`config.mk`:
```
export PLATFORM = sky130hd
export DESIGN_NAME = exu_top
export DESIGN_NICKNAME = d
export VERILOG_FILES = /design/src/exu_pkg.sv /design/src/exu_alu.sv /design/src/exu_core.sv /design/src/exu_issue.sv /design/src/exu_mdu.sv /design/src/exu_result.sv /design/src/exu_top.sv
export VERILOG_INCLUDE_DIRS = /design/src
export SDC_FILE = /design/constraint.sdc
export NUM_CORES = 1
export LEC_CHECK = 0
export BUFFER_PORTS_ARGS = -buffer_cell sky130_fd_sc_hd__buf_2
export CAP_MARGIN = 20
export CORE_ASPECT_RATIO = 0.7
export CORE_MARGIN = 5
export CORE_UTILIZATION = 55
export CTS_CLUSTER_DIAMETER = 100
export DETAILED_ROUTE_END_ITERATION = 8
export GPL_TIMING_DRIVEN = 0
export HOLD_SLACK_MARGIN = 0.12
export PLACE_DENSITY = 0.85
export SKIP_CTS_REPAIR_TIMING = 1
export SYNTH_ARGS = -nofsm -noshare
export SYNTH_HDL_FRONTEND = slang
export SYNTH_SLANG_ARGS = --single-unit
```
`constraint.sdc`:
```
create_clock -name clk -period 5.91 [get_ports clk]
set_clock_uncertainty 0.15 [all_clocks]
set_input_delay 1.182 -clock clk [delete_from_list [all_inputs] [get_ports clk]]
set_output_delay 1.182 -clock clk [all_outputs]
set_load 0.05 [all_outputs]
```
`src/exu_settings.svh`:
```
`ifndef EXU_SETTINGS_SVH
`define EXU_SETTINGS_SVH

// Datapath and request tag widths.
`define EXU_XLEN 32
`define EXU_TAG_W 4

// Issue depth doubles as the number of upstream credits.
`define EXU_ISSUE_DEPTH 4
`define EXU_RESULT_DEPTH 4
`define EXU_OUT_CREDITS 2

// One MDU iteration per operand bit.
`define EXU_MDU_ITERS 32

`endif

```
`src/exu_pkg.sv`:
```
`default_nettype none

package exu_pkg;

  typedef enum logic [3:0] {
    ADD,
    SUB,
    EQ,
    NE,
    LT,
    LTU,
    GE,
    GEU,
    SLL,
    SRL,
    SRA,
    AND,
    OR,
    XOR
  } alu_op_e;

  typedef enum logic [1:0] {
    MUL,    // Low word of product.
    MULHU,  // High word of product.
    DIVU,
    REMU
  } mdu_op_e;

  // The is_mdu bit picks the view of the operation word.
  typedef union packed {
    struct packed {
      logic    is_mdu;
      alu_op_e op;
    } alu;
    struct packed {
      logic       is_mdu;
      logic [1:0] pad;
      mdu_op_e    op;
    } mdu;
  } exu_op_u;

endpackage

`default_nettype wire

```
`src/exu_alu.sv`:
```
`default_nettype none
`include "exu_settings.svh"

module exu_alu (
  input  logic                 mdu_busy,
  input  logic [`EXU_XLEN:0]   mdu_src_a,
  input  logic [`EXU_XLEN:0]   mdu_src_b,
  input  logic [`EXU_XLEN-1:0] alu_a,
  input  logic [`EXU_XLEN-1:0] alu_b,
  input  exu_pkg::alu_op_e     alu_op,
  output logic [`EXU_XLEN+1:0] add_res_34,
  output logic [`EXU_XLEN-1:0] add_res_32,
  output logic                 not_zero,
  output logic [`EXU_XLEN-1:0] alu_c
);
  import exu_pkg::*;

  localparam int MSB   = `EXU_XLEN - 1;
  localparam int SHW   = $clog2(`EXU_XLEN);

  function automatic logic [`EXU_XLEN-1:0] reverse_bits(input logic [`EXU_XLEN-1:0] v);
    logic [`EXU_XLEN-1:0] r;
    for (int i = 0; i < `EXU_XLEN; i++) begin
      r[i] = v[MSB-i];
    end
    return r;
  endfunction

  // ####################
  // Shared adder
  logic [`EXU_XLEN:0] b_ext;
  logic [`EXU_XLEN:0] src_a;
  logic [`EXU_XLEN:0] src_b;
  logic               is_sub;

  always_comb begin
    case (alu_op)
      SUB, EQ, NE, LT, LTU, GE, GEU: is_sub = 1'b1;
      default:                       is_sub = 1'b0;
    endcase
  end

  assign b_ext      = {alu_b, 1'b0};
  assign src_a      = mdu_busy ? mdu_src_a : {alu_a, 1'b1};  // Trailing 1 is the +1 of a subtract.
  assign src_b      = mdu_busy ? mdu_src_b : (is_sub ? ~b_ext : b_ext);
  assign add_res_34 = {1'b0, src_a} + {1'b0, src_b};
  assign add_res_32 = add_res_34[`EXU_XLEN:1];
  assign not_zero   = |add_res_32;

  // ####################
  // Compare and shift
  logic                 ovf;
  logic                 lt_res;
  logic [SHW-1:0]       shamt;
  logic [`EXU_XLEN-1:0] shift_in;
  logic [`EXU_XLEN:0]   shift_ext;

  assign ovf    = (alu_a[MSB] != alu_b[MSB]) && (add_res_32[MSB] != alu_a[MSB]);
  assign lt_res = (alu_op == LT || alu_op == GE) ? (add_res_32[MSB] ^ ovf)
                                                 : ~add_res_34[`EXU_XLEN+1];

  assign shamt     = alu_b[SHW-1:0];
  assign shift_in  = (alu_op == SLL) ? reverse_bits(alu_a) : alu_a;  // SLL reuses the right shifter.
  assign shift_ext = $signed({(alu_op == SRA) & shift_in[MSB], shift_in}) >>> shamt;

  always_comb begin
    case (alu_op)
      ADD, SUB: alu_c = add_res_32;
      EQ:       alu_c = {{MSB{1'b0}}, ~not_zero};
      NE:       alu_c = {{MSB{1'b0}}, not_zero};
      LT, LTU:  alu_c = {{MSB{1'b0}}, lt_res};
      GE, GEU:  alu_c = {{MSB{1'b0}}, ~lt_res};
      SLL:      alu_c = reverse_bits(shift_ext[MSB:0]);
      SRL, SRA: alu_c = shift_ext[MSB:0];
      AND:      alu_c = alu_a & alu_b;
      OR:       alu_c = alu_a | alu_b;
      XOR:      alu_c = alu_a ^ alu_b;
      default:  alu_c = add_res_32;
    endcase
  end

endmodule

`default_nettype wire

```
`src/exu_core.sv`:
```
`default_nettype none
`include "exu_settings.svh"

module exu_core (
  input  logic                  clk,
  input  logic                  rst_n,
  input  logic                  head_valid,
  input  exu_pkg::exu_op_u      head_op,
  input  logic [`EXU_XLEN-1:0]  head_a,
  input  logic [`EXU_XLEN-1:0]  head_b,
  input  logic [`EXU_TAG_W-1:0] head_tag,
  input  logic                  res_space,
  output logic                  head_take,
  output logic                  wr_valid,
  output logic [`EXU_TAG_W-1:0] wr_tag,
  output logic [`EXU_XLEN-1:0]  wr_data
);
  import exu_pkg::*;

  logic [`EXU_XLEN-1:0]  alu_a;
  logic [`EXU_XLEN-1:0]  alu_b;
  alu_op_e               alu_op;
  logic [`EXU_XLEN-1:0]  alu_c;
  logic                  mdu_start;
  mdu_op_e               mdu_op;
  logic [`EXU_XLEN-1:0]  mdu_a;
  logic [`EXU_XLEN-1:0]  mdu_b;
  logic                  mdu_busy;
  logic                  mdu_done;
  logic [`EXU_XLEN-1:0]  mdu_res;
  logic [`EXU_XLEN:0]    mdu_src_a;
  logic [`EXU_XLEN:0]    mdu_src_b;
  logic [`EXU_XLEN+1:0]  add_res_34;
  logic [`EXU_XLEN-1:0]  add_res_32;
  logic [`EXU_TAG_W-1:0] mdu_tag;
  logic                  is_mdu;

  // ####################
  // Issue control
  assign is_mdu    = head_op.mdu.is_mdu;
  assign head_take = head_valid && res_space && !mdu_busy && !mdu_done;  // Done cycle owns the write port.
  assign mdu_start = head_take && is_mdu;

  assign alu_a  = head_a;
  assign alu_b  = head_b;
  assign alu_op = head_op.alu.op;
  assign mdu_a  = head_a;
  assign mdu_b  = head_b;
  assign mdu_op = head_op.mdu.op;

  always_ff @(posedge clk) begin
    if (mdu_start) mdu_tag <= head_tag;
  end

  assign wr_valid = (head_take && !is_mdu) || mdu_done;
  assign wr_tag   = mdu_done ? mdu_tag : head_tag;
  assign wr_data  = mdu_done ? mdu_res : alu_c;

  exu_alu u_alu (
    .mdu_busy  (mdu_busy),
    .mdu_src_a (mdu_src_a),
    .mdu_src_b (mdu_src_b),
    .alu_a     (alu_a),
    .alu_b     (alu_b),
    .alu_op    (alu_op),
    .add_res_34(add_res_34),
    .add_res_32(add_res_32),
    .not_zero  (),
    .alu_c     (alu_c)
  );

  exu_mdu u_mdu (
    .clk       (clk),
    .rst_n     (rst_n),
    .mdu_start (mdu_start),
    .mdu_op    (mdu_op),
    .mdu_a     (mdu_a),
    .mdu_b     (mdu_b),
    .add_res_34(add_res_34),
    .add_res_32(add_res_32),
    .mdu_busy  (mdu_busy),
    .mdu_src_a (mdu_src_a),
    .mdu_src_b (mdu_src_b),
    .mdu_done  (mdu_done),
    .mdu_res   (mdu_res)
  );

endmodule

`default_nettype wire

```
`src/exu_issue.sv`:
```
`default_nettype none
`include "exu_settings.svh"

module exu_issue (
  input  logic                  clk,
  input  logic                  rst_n,
  input  logic                  req_valid,
  input  exu_pkg::exu_op_u      req_op,
  input  logic [`EXU_XLEN-1:0]  req_a,
  input  logic [`EXU_XLEN-1:0]  req_b,
  input  logic [`EXU_TAG_W-1:0] req_tag,
  input  logic                  head_take,
  output logic                  req_credit,
  output logic                  head_valid,
  output exu_pkg::exu_op_u      head_op,
  output logic [`EXU_XLEN-1:0]  head_a,
  output logic [`EXU_XLEN-1:0]  head_b,
  output logic [`EXU_TAG_W-1:0] head_tag
);
  import exu_pkg::*;

  localparam int PTR_W = $clog2(`EXU_ISSUE_DEPTH);
  localparam int CNT_W = $clog2(`EXU_ISSUE_DEPTH + 1);

  exu_op_u               op_q  [`EXU_ISSUE_DEPTH];
  logic [`EXU_XLEN-1:0]  a_q   [`EXU_ISSUE_DEPTH];
  logic [`EXU_XLEN-1:0]  b_q   [`EXU_ISSUE_DEPTH];
  logic [`EXU_TAG_W-1:0] tag_q [`EXU_ISSUE_DEPTH];
  logic [PTR_W-1:0]      wr_ptr;
  logic [PTR_W-1:0]      rd_ptr;
  logic [CNT_W-1:0]      count;

  always_ff @(posedge clk) begin
    if (req_valid) begin  // Sender holds a credit, so a slot is free.
      op_q[wr_ptr]  <= req_op;
      a_q[wr_ptr]   <= req_a;
      b_q[wr_ptr]   <= req_b;
      tag_q[wr_ptr] <= req_tag;
    end
  end

  // Pointers wrap naturally since the depth is a power of two.
  always_ff @(posedge clk or negedge rst_n) begin
    if (!rst_n) begin
      wr_ptr <= '0;
      rd_ptr <= '0;
      count  <= '0;
    end else begin
      if (req_valid) wr_ptr <= wr_ptr + 1'b1;
      if (head_take) rd_ptr <= rd_ptr + 1'b1;
      case ({req_valid, head_take})
        2'b10:   count <= count + 1'b1;
        2'b01:   count <= count - 1'b1;
        default: count <= count;
      endcase
    end
  end

  assign head_valid = (count != '0);
  assign head_op    = op_q[rd_ptr];
  assign head_a     = a_q[rd_ptr];
  assign head_b     = b_q[rd_ptr];
  assign head_tag   = tag_q[rd_ptr];
  assign req_credit = head_take;  // Freed slot goes straight back upstream.

endmodule

`default_nettype wire

```
`src/exu_mdu.sv`:
```
`default_nettype none
`include "exu_settings.svh"

module exu_mdu (
  input  logic                 clk,
  input  logic                 rst_n,
  input  logic                 mdu_start,
  input  exu_pkg::mdu_op_e     mdu_op,
  input  logic [`EXU_XLEN-1:0] mdu_a,
  input  logic [`EXU_XLEN-1:0] mdu_b,
  input  logic [`EXU_XLEN+1:0] add_res_34,
  input  logic [`EXU_XLEN-1:0] add_res_32,
  output logic                 mdu_busy,
  output logic [`EXU_XLEN:0]   mdu_src_a,
  output logic [`EXU_XLEN:0]   mdu_src_b,
  output logic                 mdu_done,
  output logic [`EXU_XLEN-1:0] mdu_res
);
  import exu_pkg::*;

  localparam int XL    = `EXU_XLEN;
  localparam int CNT_W = $clog2(`EXU_MDU_ITERS);

  mdu_op_e          op_r;
  logic [2*XL-1:0]  acc;    // Holds the product, or remainder over quotient.
  logic [XL-1:0]    opnd;   // Multiplicand or divisor.
  logic [CNT_W-1:0] cnt;
  logic [XL-1:0]    hi;
  logic [XL-1:0]    lo;
  logic [XL-1:0]    rem_sh;
  logic             is_div;
  logic             carry;
  logic             q_bit;

  assign hi     = acc[2*XL-1:XL];
  assign lo     = acc[XL-1:0];
  assign is_div = (op_r == DIVU) || (op_r == REMU);
  assign rem_sh = {hi[XL-2:0], lo[XL-1]};
  assign carry  = add_res_34[XL+1];
  assign q_bit  = carry | hi[XL-1];  // Shifted-out MSB means the subtract always fits.

  always_comb begin
    if (is_div) begin
      mdu_src_a = {rem_sh, 1'b1};
      mdu_src_b = ~{opnd, 1'b0};
    end else begin
      mdu_src_a = {hi, 1'b0};
      mdu_src_b = {opnd & {XL{lo[0]}}, 1'b0};
    end
  end

  // A zero divisor gives all-ones quotient and remainder equal to the dividend.
  always_ff @(posedge clk) begin
    if (mdu_start) begin
      op_r <= mdu_op;
      opnd <= mdu_b;
      acc  <= {{XL{1'b0}}, mdu_a};
    end else if (mdu_busy) begin
      if (is_div) begin
        acc <= {(q_bit ? add_res_32 : rem_sh), lo[XL-2:0], q_bit};
      end else begin
        acc <= {carry, add_res_32, lo[XL-1:1]};
      end
    end
  end

  always_ff @(posedge clk or negedge rst_n) begin
    if (!rst_n) begin
      mdu_busy <= 1'b0;
      mdu_done <= 1'b0;
      cnt      <= '0;
    end else begin
      mdu_done <= 1'b0;
      if (mdu_start) begin
        mdu_busy <= 1'b1;
        cnt      <= '0;
      end else if (mdu_busy) begin
        cnt <= cnt + 1'b1;
        if (cnt == CNT_W'(`EXU_MDU_ITERS - 1)) begin  // Last iteration.
          mdu_busy <= 1'b0;
          mdu_done <= 1'b1;
        end
      end
    end
  end

  always_comb begin
    case (op_r)
      MUL:     mdu_res = lo;
      MULHU:   mdu_res = hi;
      DIVU:    mdu_res = lo;
      default: mdu_res = hi;
    endcase
  end

endmodule

`default_nettype wire

```
`src/exu_result.sv`:
```
`default_nettype none
`include "exu_settings.svh"

module exu_result (
  input  logic                  clk,
  input  logic                  rst_n,
  input  logic                  wr_valid,
  input  logic [`EXU_TAG_W-1:0] wr_tag,
  input  logic [`EXU_XLEN-1:0]  wr_data,
  input  logic                  res_credit,
  output logic                  res_space,
  output logic                  res_valid,
  output logic [`EXU_TAG_W-1:0] res_tag,
  output logic [`EXU_XLEN-1:0]  res_data
);

  localparam int PTR_W = $clog2(`EXU_RESULT_DEPTH);
  localparam int CNT_W = $clog2(`EXU_RESULT_DEPTH + 1);
  localparam int CRD_W = $clog2(`EXU_OUT_CREDITS + 1);

  logic [`EXU_TAG_W-1:0] tag_q  [`EXU_RESULT_DEPTH];
  logic [`EXU_XLEN-1:0]  data_q [`EXU_RESULT_DEPTH];
  logic [PTR_W-1:0]      wr_ptr;
  logic [PTR_W-1:0]      rd_ptr;
  logic [CNT_W-1:0]      count;
  logic [CRD_W-1:0]      credits;

  always_ff @(posedge clk) begin
    if (wr_valid) begin
      tag_q[wr_ptr]  <= wr_tag;
      data_q[wr_ptr] <= wr_data;
    end
  end

  always_ff @(posedge clk or negedge rst_n) begin
    if (!rst_n) begin
      wr_ptr  <= '0;
      rd_ptr  <= '0;
      count   <= '0;
      credits <= CRD_W'(`EXU_OUT_CREDITS);
    end else begin
      if (wr_valid)  wr_ptr <= wr_ptr + 1'b1;
      if (res_valid) rd_ptr <= rd_ptr + 1'b1;
      case ({wr_valid, res_valid})
        2'b10:   count <= count + 1'b1;
        2'b01:   count <= count - 1'b1;
        default: count <= count;
      endcase
      case ({res_valid, res_credit})  // Send and return together cancel out.
        2'b10:   credits <= credits - 1'b1;
        2'b01:   credits <= credits + 1'b1;
        default: credits <= credits;
      endcase
    end
  end

  assign res_space = (count != CNT_W'(`EXU_RESULT_DEPTH));
  assign res_valid = (count != '0) && (credits != '0);
  assign res_tag   = tag_q[rd_ptr];
  assign res_data  = data_q[rd_ptr];

endmodule

`default_nettype wire

```
`src/exu_top.sv`:
```
`default_nettype none
`include "exu_settings.svh"

module exu_top (
  input  logic                  clk,
  input  logic                  rst_n,
  input  logic                  req_valid,
  input  exu_pkg::exu_op_u      req_op,
  input  logic [`EXU_XLEN-1:0]  req_a,
  input  logic [`EXU_XLEN-1:0]  req_b,
  input  logic [`EXU_TAG_W-1:0] req_tag,
  output logic                  req_credit,
  output logic                  res_valid,
  output logic [`EXU_TAG_W-1:0] res_tag,
  output logic [`EXU_XLEN-1:0]  res_data,
  input  logic                  res_credit
);
  import exu_pkg::*;

  logic                  head_valid;
  exu_op_u               head_op;
  logic [`EXU_XLEN-1:0]  head_a;
  logic [`EXU_XLEN-1:0]  head_b;
  logic [`EXU_TAG_W-1:0] head_tag;
  logic                  head_take;
  logic                  res_space;
  logic                  wr_valid;
  logic [`EXU_TAG_W-1:0] wr_tag;
  logic [`EXU_XLEN-1:0]  wr_data;

  exu_issue u_issue (
    .clk(clk), .rst_n(rst_n),
    .req_valid(req_valid), .req_op(req_op), .req_a(req_a), .req_b(req_b),
    .req_tag(req_tag), .head_take(head_take), .req_credit(req_credit),
    .head_valid(head_valid), .head_op(head_op), .head_a(head_a),
    .head_b(head_b), .head_tag(head_tag)
  );

  exu_core u_core (
    .clk(clk), .rst_n(rst_n),
    .head_valid(head_valid), .head_op(head_op), .head_a(head_a),
    .head_b(head_b), .head_tag(head_tag), .res_space(res_space),
    .head_take(head_take), .wr_valid(wr_valid), .wr_tag(wr_tag), .wr_data(wr_data)
  );

  exu_result u_result (
    .clk(clk), .rst_n(rst_n),
    .wr_valid(wr_valid), .wr_tag(wr_tag), .wr_data(wr_data), .res_credit(res_credit),
    .res_space(res_space), .res_valid(res_valid), .res_tag(res_tag), .res_data(res_data)
  );

endmodule

`default_nettype wire

```
==> results.md, run 1 <==
- The number of global-route vias before repair came to ~21000.
- The cell type with the largest total area after synthesis is sky130_fd_sc_hd__edfxtp_1.
- Sorting the synthesized cells by how often they occur yields sky130_fd_sc_hd__edfxtp_1 (506), sky130_fd_sc_hd__nand2_1 (298), sky130_fd_sc_hd__mux2i_1 (248).
- The distinct cell type count after synthesis is 80.
- The smallest clock period supported by the final layout is computed as 6.15 ns.
- After synthesis, the cell types taking the most area are sky130_fd_sc_hd__edfxtp_1 (51%), sky130_fd_sc_hd__mux2i_1 (8.3%), sky130_fd_sc_hd__mux4_2 (8.0%), sky130_fd_sc_hd__ha_1 (4.5%), sky130_fd_sc_hd__nand2_1 (3.7%).
- The overall die width is approximately 290 µm.
- The final weighted congestion in routability-driven placement is ~1.1.
- The H-tree was split into 2 levels.
- The area of all placed cells without fillers is between 30000 and 40000 µm².
- The overall die area is between 50000 and 60000 µm².
- The number of remaining DRC errors is 0.
- The total of buffers placed on input and output ports is between 100 and 150.
- The cell count after synthesis is approximately 2400.
- The final max-slew violation count came to 0.
- The number of hold-slack violations in the final timing report is 0.
- The ratio of final minimum period to clock period is 104%.
- The iteration-0 DRC count of the detailed router is ~3400.
- The data required time at the worst endpoint is ~6.1 ns.
- Once routing completed, OpenROAD measured the worst setup slack at -0.245 ns.
- Setup repair after global routing could not meet its margin everywhere.
- The worst setup slack after placement is -2.94 ns.
- The setup check on the worst reg-to-reg path leaves a slack of -0.24 ns.
- The tree is rooted in a sky130_fd_sc_hd__clkbuf_16.
- The wire length per cell is approximately 32 µm.
- The final net count is roughly 2800.
- For this block, the via count after detailed routing is between 20000 and 25000.
- The most frequently used cell type in the post-synthesis netlist is sky130_fd_sc_hd__edfxtp_1.
- The standard cell core area is about 54000 µm².
- The number of antenna violations at the first check in global routing came to 4.
- Yosys mapped a number of flops with a built-in enable equal to ~500.
- The run finished, with violations left.
- The sum of overflow across all layers after global routing is 0.
- Counting every sink on the clock net gives around 560.
- Synthesis inferred ~560 register bits.
- The critical path endpoint category is a flip-flop.
- Across the run, the number of max-cap violations was 0.
- The number of nets in the synthesized netlist is 2574.
- In this run the worst hold path is classified as reg2reg.
- The share of synthesized registers carrying an async set or reset is under 10%.
- Based on the critical path, the design can be clocked at up to roughly 160 MHz.
- The mean number of vias per cell is 6.66.
- Across every metal layer, demand over resource in global routing totals between 30% and 40%.
- Summing all placed instances gives a cell area of 31800 µm².
- The wire length of the first global-routing pass is roughly 150000 µm.
- The worst-case headroom to the max-slew limit is 26.6%.
- The destination of the worst register-to-register timing path is u_result.data_q[0][0].
- The fraction of final layout cells sized beyond drive strength 1 is a little over a fifth.
- Before antenna repair, the detailed router went through 6 iterations.
- The worst flop-to-flop path startpoint is u_issue.rd_ptr[1].
- The count of nets left with antenna violations once routing finished came out at 0.
- The most critical setup path has its endpoint at u_result.data_q[0][0].
- The synthesis-to-finish area growth is 16.9%.
- Setup violations remaining at the end of the flow were counted as 4.
- TritonCTS built the clock tree.
- The fraction of the yosys area taken by sequential cells is a little over half.
- The main flop type after synthesis is sky130_fd_sc_hd__edfxtp_1.
- The area share of the largest cell type after synthesis is around half.
- The number of standard cells in the layout, taps in and fillers out is between 3000 and 4000.
- Clock latency on the worst-skew pair, taken at its later pin, is around 0.61 ns.
- In this run the worst setup path begins at u_issue.rd_ptr[1].
- The transition time at the pin with the least slew margin is ~1.1 ns.
- The routed design has about 110000 µm of wire.
- STA classifies the critical path startpoint as a flip-flop.
- The half-perimeter wire length after detailed placement is 79400 µm.
- The longest clock path from root to sink contains 3 buffers.
- The biggest fanout along the worst timing path is 10.
- The checks that failed: negative setup slack.
- The standard-cell row count is about 70.
- Entering global routing, the biggest net connects 59 pins.
- Data arrives at the worst endpoint at 6.29 ns.
- For the worst flop-to-flop path, the logic depth is 23.
- For this configuration, the core starts out at a cell density of roughly 56%.
- The synthesized cell area is around 30000 µm².
- The number of buffers added by the clock tree synthesis step is 52.
- The I/O pin count is ~120.
- The floorplan step set the die height to approximately 200 µm.
- The average instance in the mapped netlist occupies approximately 13 µm².
- Yosys printed 0 warnings.
- The critical path in this run is classified as reg2reg.
- The clock-pin slew on the worst setup and hold paths is approximately 0.070 ns.
- Counting tap cells, the placed design contains a total of between 3000 and 4000 instances.
==> per-layer routing <==
metal	track usage, %	part of all wire [%]	up-vias
li1	-	-	9502
met1	52.3	41	11300
met2	48.8	41	1597
met3	11.8	13	226
met4	11.9	3.8	8
met5	0	0.048	-
==> worst min path at each step <==
stage          slack (ns)  cells after the start             start               end
3_3_place_gp         0.31                      1  u_issue.count[2]  u_issue.count[2]
6_report             0.33                      1  u_issue.count[2]  u_issue.count[2]
4_1_cts              0.33                      1  u_issue.count[2]  u_issue.count[2]
2_1_floorplan        0.29                      1  u_issue.count[2]  u_issue.count[2]
5_1_grt              0.36                      1  u_issue.count[2]  u_issue.count[2]
3_5_place_dp         0.32                      1  u_issue.count[2]  u_issue.count[2]
==> cells by family after synthesis <==
family                     count (synthesis)  share of synthesized area (%)
buffers and inverters                    264                           3.60
muxes                                    375                           17.0
AOI/OAI and AO/OA                        513                           10.7
xor gates and xnor gates                  84                           2.45
adders and majority gates                112                           4.74
and+or+nand+nor                          476                           6.89
DFF                                      561                           54.6
==> metrics by stage <==
| stage | hold WS [ns] | TNS [ns] | utilization (%) |
|---|---|---|---|
| global placement | 0.309 | -284.60 | 58.5 |
| global route | 0.356 | -0.653 | 65.2 |
| floorplan | 0.293 | 0 | - |
| finish | 0.329 | -0.978 | 65.2 |
| CTS | 0.328 | -277.19 | 62.5 |
| detailed placement | 0.318 | -275.72 | 59.0 |
==> cell type report <==
cell class	count	area, µm²
antenna	2	5.00
buffer	153	896
clock buffer	56	1340
clock inverter	42	517
fill	3933	18800
inverter	94	370
multi-input combinational	1560	13300
sequential	561	16400
tap	730	913
timing repair buffer	192	1350
==> worst max-delay path, stage by stage, from the launching register on <==
cell and delay (ns):
sky130_fd_sc_hd__dfrtp_1 0.47, sky130_fd_sc_hd__buf_6 0.18, sky130_fd_sc_hd__buf_12 0.15, sky130_fd_sc_hd__mux4_2 0.36
sky130_fd_sc_hd__buf_8 0.16, sky130_fd_sc_hd__nor3_4 0.24, sky130_fd_sc_hd__nor2_4 0.10, sky130_fd_sc_hd__buf_4 0.17
sky130_fd_sc_hd__buf_4 0.19, sky130_fd_sc_hd__xnor2_1 0.17, sky130_fd_sc_hd__nand2_1 0.08, sky130_fd_sc_hd__o21ai_1 0.21
sky130_fd_sc_hd__ha_2 0.39, sky130_fd_sc_hd__a21oi_2 0.25, sky130_fd_sc_hd__o21ai_0 0.22, sky130_fd_sc_hd__a21oi_1 0.26
sky130_fd_sc_hd__o21ai_0 0.17, sky130_fd_sc_hd__or2_4 0.33, sky130_fd_sc_hd__nand4b_1 0.11, sky130_fd_sc_hd__o211ai_1 0.20
sky130_fd_sc_hd__nand4bb_4 0.32, sky130_fd_sc_hd__nor4_4 0.44, sky130_fd_sc_hd__mux2i_1 0.33, sky130_fd_sc_hd__a31oi_4 0.19
==> sequential cells by signal (all words and copies together), names as in the netlist, 3 cells and up <==
| register | cells |
|---|---|
| u_core.u_mdu.acc | 64 |
| u_issue.tag_q | 16 |
| u_result.count | 3 |
| u_issue.op_q | 20 |
| u_result.data_q | 128 |
| u_core.u_mdu.cnt | 5 |
| u_result.tag_q | 16 |
| u_issue.a_q | 128 |
| u_core.u_mdu.opnd | 32 |
| u_issue.b_q | 128 |
| u_core.mdu_tag | 4 |
| u_issue.count | 3 |
==> cells in the final DEF, fill, tap and decap left out, types with 11 or more instances in the layout <==
| cell type | netlist | final |
|---|---|---|
| sky130_fd_sc_hd__nand3_1 | 17 | 16 |
| sky130_fd_sc_hd__mux4_2 | 107 | 107 |
| sky130_fd_sc_hd__edfxtp_1 | 506 | 506 |
| sky130_fd_sc_hd__nand2_1 | 298 | 294 |
| sky130_fd_sc_hd__ha_4 | 0 | 12 |
| sky130_fd_sc_hd__inv_1 | 91 | 85 |
| sky130_fd_sc_hd__a21oi_1 | 85 | 78 |
| sky130_fd_sc_hd__nor3_1 | 12 | 11 |
| sky130_fd_sc_hd__buf_2 | 13 | 118 |
| sky130_fd_sc_hd__a31oi_1 | 18 | 13 |
| sky130_fd_sc_hd__buf_6 | 5 | 20 |
| sky130_fd_sc_hd__xnor2_1 | 64 | 48 |
| sky130_fd_sc_hd__mux2i_1 | 248 | 248 |
| sky130_fd_sc_hd__buf_4 | 6 | 70 |
| sky130_fd_sc_hd__o211ai_1 | 26 | 26 |
| sky130_fd_sc_hd__o21ai_1 | 15 | 24 |
| sky130_fd_sc_hd__clkinv_1 | 3 | 12 |
| sky130_fd_sc_hd__dfrtp_1 | 22 | 21 |
| sky130_fd_sc_hd__a221oi_1 | 43 | 41 |
| sky130_fd_sc_hd__ha_1 | 109 | 90 |
| sky130_fd_sc_hd__xor2_1 | 20 | 16 |
| sky130_fd_sc_hd__nand4_1 | 11 | 11 |
| sky130_fd_sc_hd__a211oi_1 | 29 | 25 |
| sky130_fd_sc_hd__clkbuf_16 | 0 | 53 |
| sky130_fd_sc_hd__mux2_2 | 20 | 19 |
| sky130_fd_sc_hd__clkbuf_1 | 120 | 91 |
| sky130_fd_sc_hd__buf_12 | 1 | 12 |
| sky130_fd_sc_hd__o21ai_2 | 1 | 12 |
| sky130_fd_sc_hd__a21o_1 | 22 | 22 |
| sky130_fd_sc_hd__o21ai_0 | 209 | 186 |
| sky130_fd_sc_hd__nor2_1 | 78 | 76 |
| sky130_fd_sc_hd__dfxtp_1 | 32 | 32 |
| sky130_fd_sc_hd__buf_1 | 25 | 17 |
Power of run 1 is not shown: default switching activity piles up to over one toggle a cycle in this logic, so the estimate is an artifact.
==> run 2: changes to the inputs <==
--- a/config.mk
+++ b/config.mk
@@ -16,7 +16,9 @@
 export GPL_TIMING_DRIVEN = 0
 export HOLD_SLACK_MARGIN = 0.12
 export PLACE_DENSITY = 0.85
+export RECOVER_POWER = 25
 export SKIP_CTS_REPAIR_TIMING = 1
+export SLEW_MARGIN = 20
 export SYNTH_ARGS = -nofsm -noshare
 export SYNTH_HDL_FRONTEND = slang
 export SYNTH_SLANG_ARGS = --single-unit
==> results.md, run 2 (synthesis results as in run 1) <==
- At the pin with the least slew margin, the transition time is between 1 and 1.5 ns.
- The final net count is 2814.
- The number of gates on the worst path with buffers counted is 23.
- The biggest fanout along the worst timing path is 10.
- The worst pin sits at a relative slew slack of 28.8%.
- The fraction of final layout cells sized beyond drive strength 1 is 18.8%.
- The number of cells traversed by the worst hold path is 1.
- The number of global-route vias before repair is 21000.
- Once the floorplan was initialized, standard cells occupied a little under three fifths of the core.
- The final core utilization is about two thirds.
- For the worst-skew pair, the clock arrives at the later sink with an insertion delay of slightly above 0.6 ns.
- The critical-path cell with the highest stage delay is sky130_fd_sc_hd__ha_2.
- The total wire length is about 110000 µm.
- The final max-slew violation count is 0.
- In this run the deepest clock path goes through 3 buffers.
- Entering global routing, the biggest net connects 50 pins.
- The number of antenna violations at the first check in global routing was 2.
- Derived from the worst setup path, the maximum achievable clock frequency is 166 MHz.
- After global routing the overflow that remains totals 0.
- The run finished, with violations left.
- The tree is rooted in a sky130_fd_sc_hd__clkbuf_16.
- Across the run, the number of max-cap violations was 0.
- The post-route antenna net violation count is 0.
- The H-tree was split into 2 levels.
- The I/O pin count is roughly 120.
- After the first detailed-routing iteration, the DRC count stood at around 3300.
- Counting I/O delays and the setup requirement, the final critical path takes 6.03 ns.
- The floorplan step defined a core boundary enclosing around 54000 µm².
- In this run the worst hold path is classified as reg2reg.
- The detailed-router iteration count before antenna repair is 9.
- The kind of cell adding the most delay to the critical path is simple AND/OR/NAND/NOR gates.
- The arrival time at the worst endpoint is between 6 and 7 ns.
- The library cell used most frequently in the layout, excluding fill and tap cells, is sky130_fd_sc_hd__edfxtp_1.
- Leaving out fill and tap cells, the most frequent cells in the layout are sky130_fd_sc_hd__edfxtp_1 (506), sky130_fd_sc_hd__nand2_1 (295), sky130_fd_sc_hd__mux2i_1 (248).
- The final reports fail on negative setup slack.
- Global routing used a little over a third of the available tracks across all layers.
- The clock drives ~560 sinks.
- Counting cells, the worst reg-to-reg path comes to 23.
- Summing all non-filler instances in the final layout gives an area of roughly 35000 µm².
- For this block, the via count after detailed routing is ~23000.
- The first global-routing pass estimated 149000 µm of wire.
- The clock tree from TritonCTS is yes.
- STA puts the critical path data required time at 6.05 ns.
- Clock-pin slew was measured on the worst setup and hold paths at roughly 0.070 ns.
- The y dimension of the die is ~210 µm.
- After detailed routing, the number of remaining DRC violations is 0.
- The critical path goes through buf_6 > mux2i_1 > mux2_4 > clkinvlp_4 > buf_6 > nor3_4 > nor2_4 > buf_6 > xnor2_1 > nand2_1 > o21ai_0 > ha_2 > nand2_1 > or3_1 > or3_1 > nand4b_1 > nand2_2 > xnor2_4 > nor4_2 > nand2_1 > nor4_4 > mux2i_1 > a31oi_4.
- Setup repair after global routing could not meet its margin everywhere.
- The number of hold-slack violations in the final timing report came to 0.
- STA classifies the critical path startpoint as a flip-flop.
- The synthesis-to-finish area growth is 16.2%.
- The critical path is of the reg2reg type.
- The smallest setup slack after layout is -0.120 ns.
- The die covers about 60000 µm².
- Dividing the detail-routed wire length by the instance count gives between 30 and 40 µm.
- At the end of routability-driven placement, the weighted congestion stood at roughly 1.1.
- Clock tree synthesis inserted a total of 52 buffers.
- The total of endpoints with negative setup slack in the final report is 12.
- The overall die width is a little under 300 µm.
- The total of buffers placed on input and output ports is around 110.
- The half-perimeter wire length after detailed placement is ~80000 µm.
- After layout, the worst path uses 102% of the clock period.
- The standard-cell row count is 71.
- The post-detailed-placement cell area is around 32000 µm².
- The critical path contains buffers and inverters numbering 4 combined.
- The worst setup path is captured at a flip-flop.
- The largest registers in the layout are u_issue.a_q: 128 flops, u_issue.b_q: 128 flops, u_result.data_q: 128 flops.
- Dividing the detail-routed via count by the number of cells gives 6.63.
- For this run, the slowest stage of the critical path takes about 0.53 ns.
run 2: through the flow:
stage          hold slack [ns]  TNS, ns  setup slack (ns)  cells
2_1_floorplan            0.293        0            0.0332   2385
3_3_place_gp             0.309  -284.60             -3.41   3229
3_5_place_dp             0.322  -277.96             -3.02   3238
4_1_cts                  0.338  -282.89             -3.04   3334
5_1_grt                  0.346    -2.27            -0.231   3397
6_report                 0.346   -0.579            -0.120   3401
run 2: layer usage:
| metal | part of all wire [%] | global-route usage (%) |
|---|---|---|
| met3 | 14 | 11.9 |
| met4 | 3.6 | 11.3 |
| met2 | 42 | 48.9 |
| met1 | 40 | 52.2 |
| met5 | 0.027 | 0 |
run 2: final timing paths:
path	end	start	slack [ns]
setup reg to reg	u_result.data_q[1][0]	u_issue.rd_ptr[1]	-0.12
max in group asynchronous	u_issue.rd_ptr[0]	rst_n	4.80
min in group asynchronous	u_issue.count[2]	rst_n	0.42
setup / recovery	u_result.data_q[1][0]	u_issue.rd_ptr[1]	-0.12
hold / removal	u_issue.count[2]	u_issue.count[2]	0.35
hold reg to reg	u_issue.count[2]	u_issue.count[2]	0.35
run 2: final cells by class:
| type | count | area, µm² |
|---|---|---|
| Antenna cell | 4 | 10.0 |
| Buffer | 153 | 935 |
| Clock buffer | 62 | 1360 |
| Clock inverter | 34 | 290 |
| Fill cell | 4001 | 19000 |
| Inverter | 94 | 367 |
| Multi-Input combinational cell | 1560 | 13300 |
| Sequential cell | 561 | 16400 |
| Tap cell | 730 | 913 |
| Timing Repair Buffer | 203 | 1320 |
Power of run 2 is left out for the same reason.
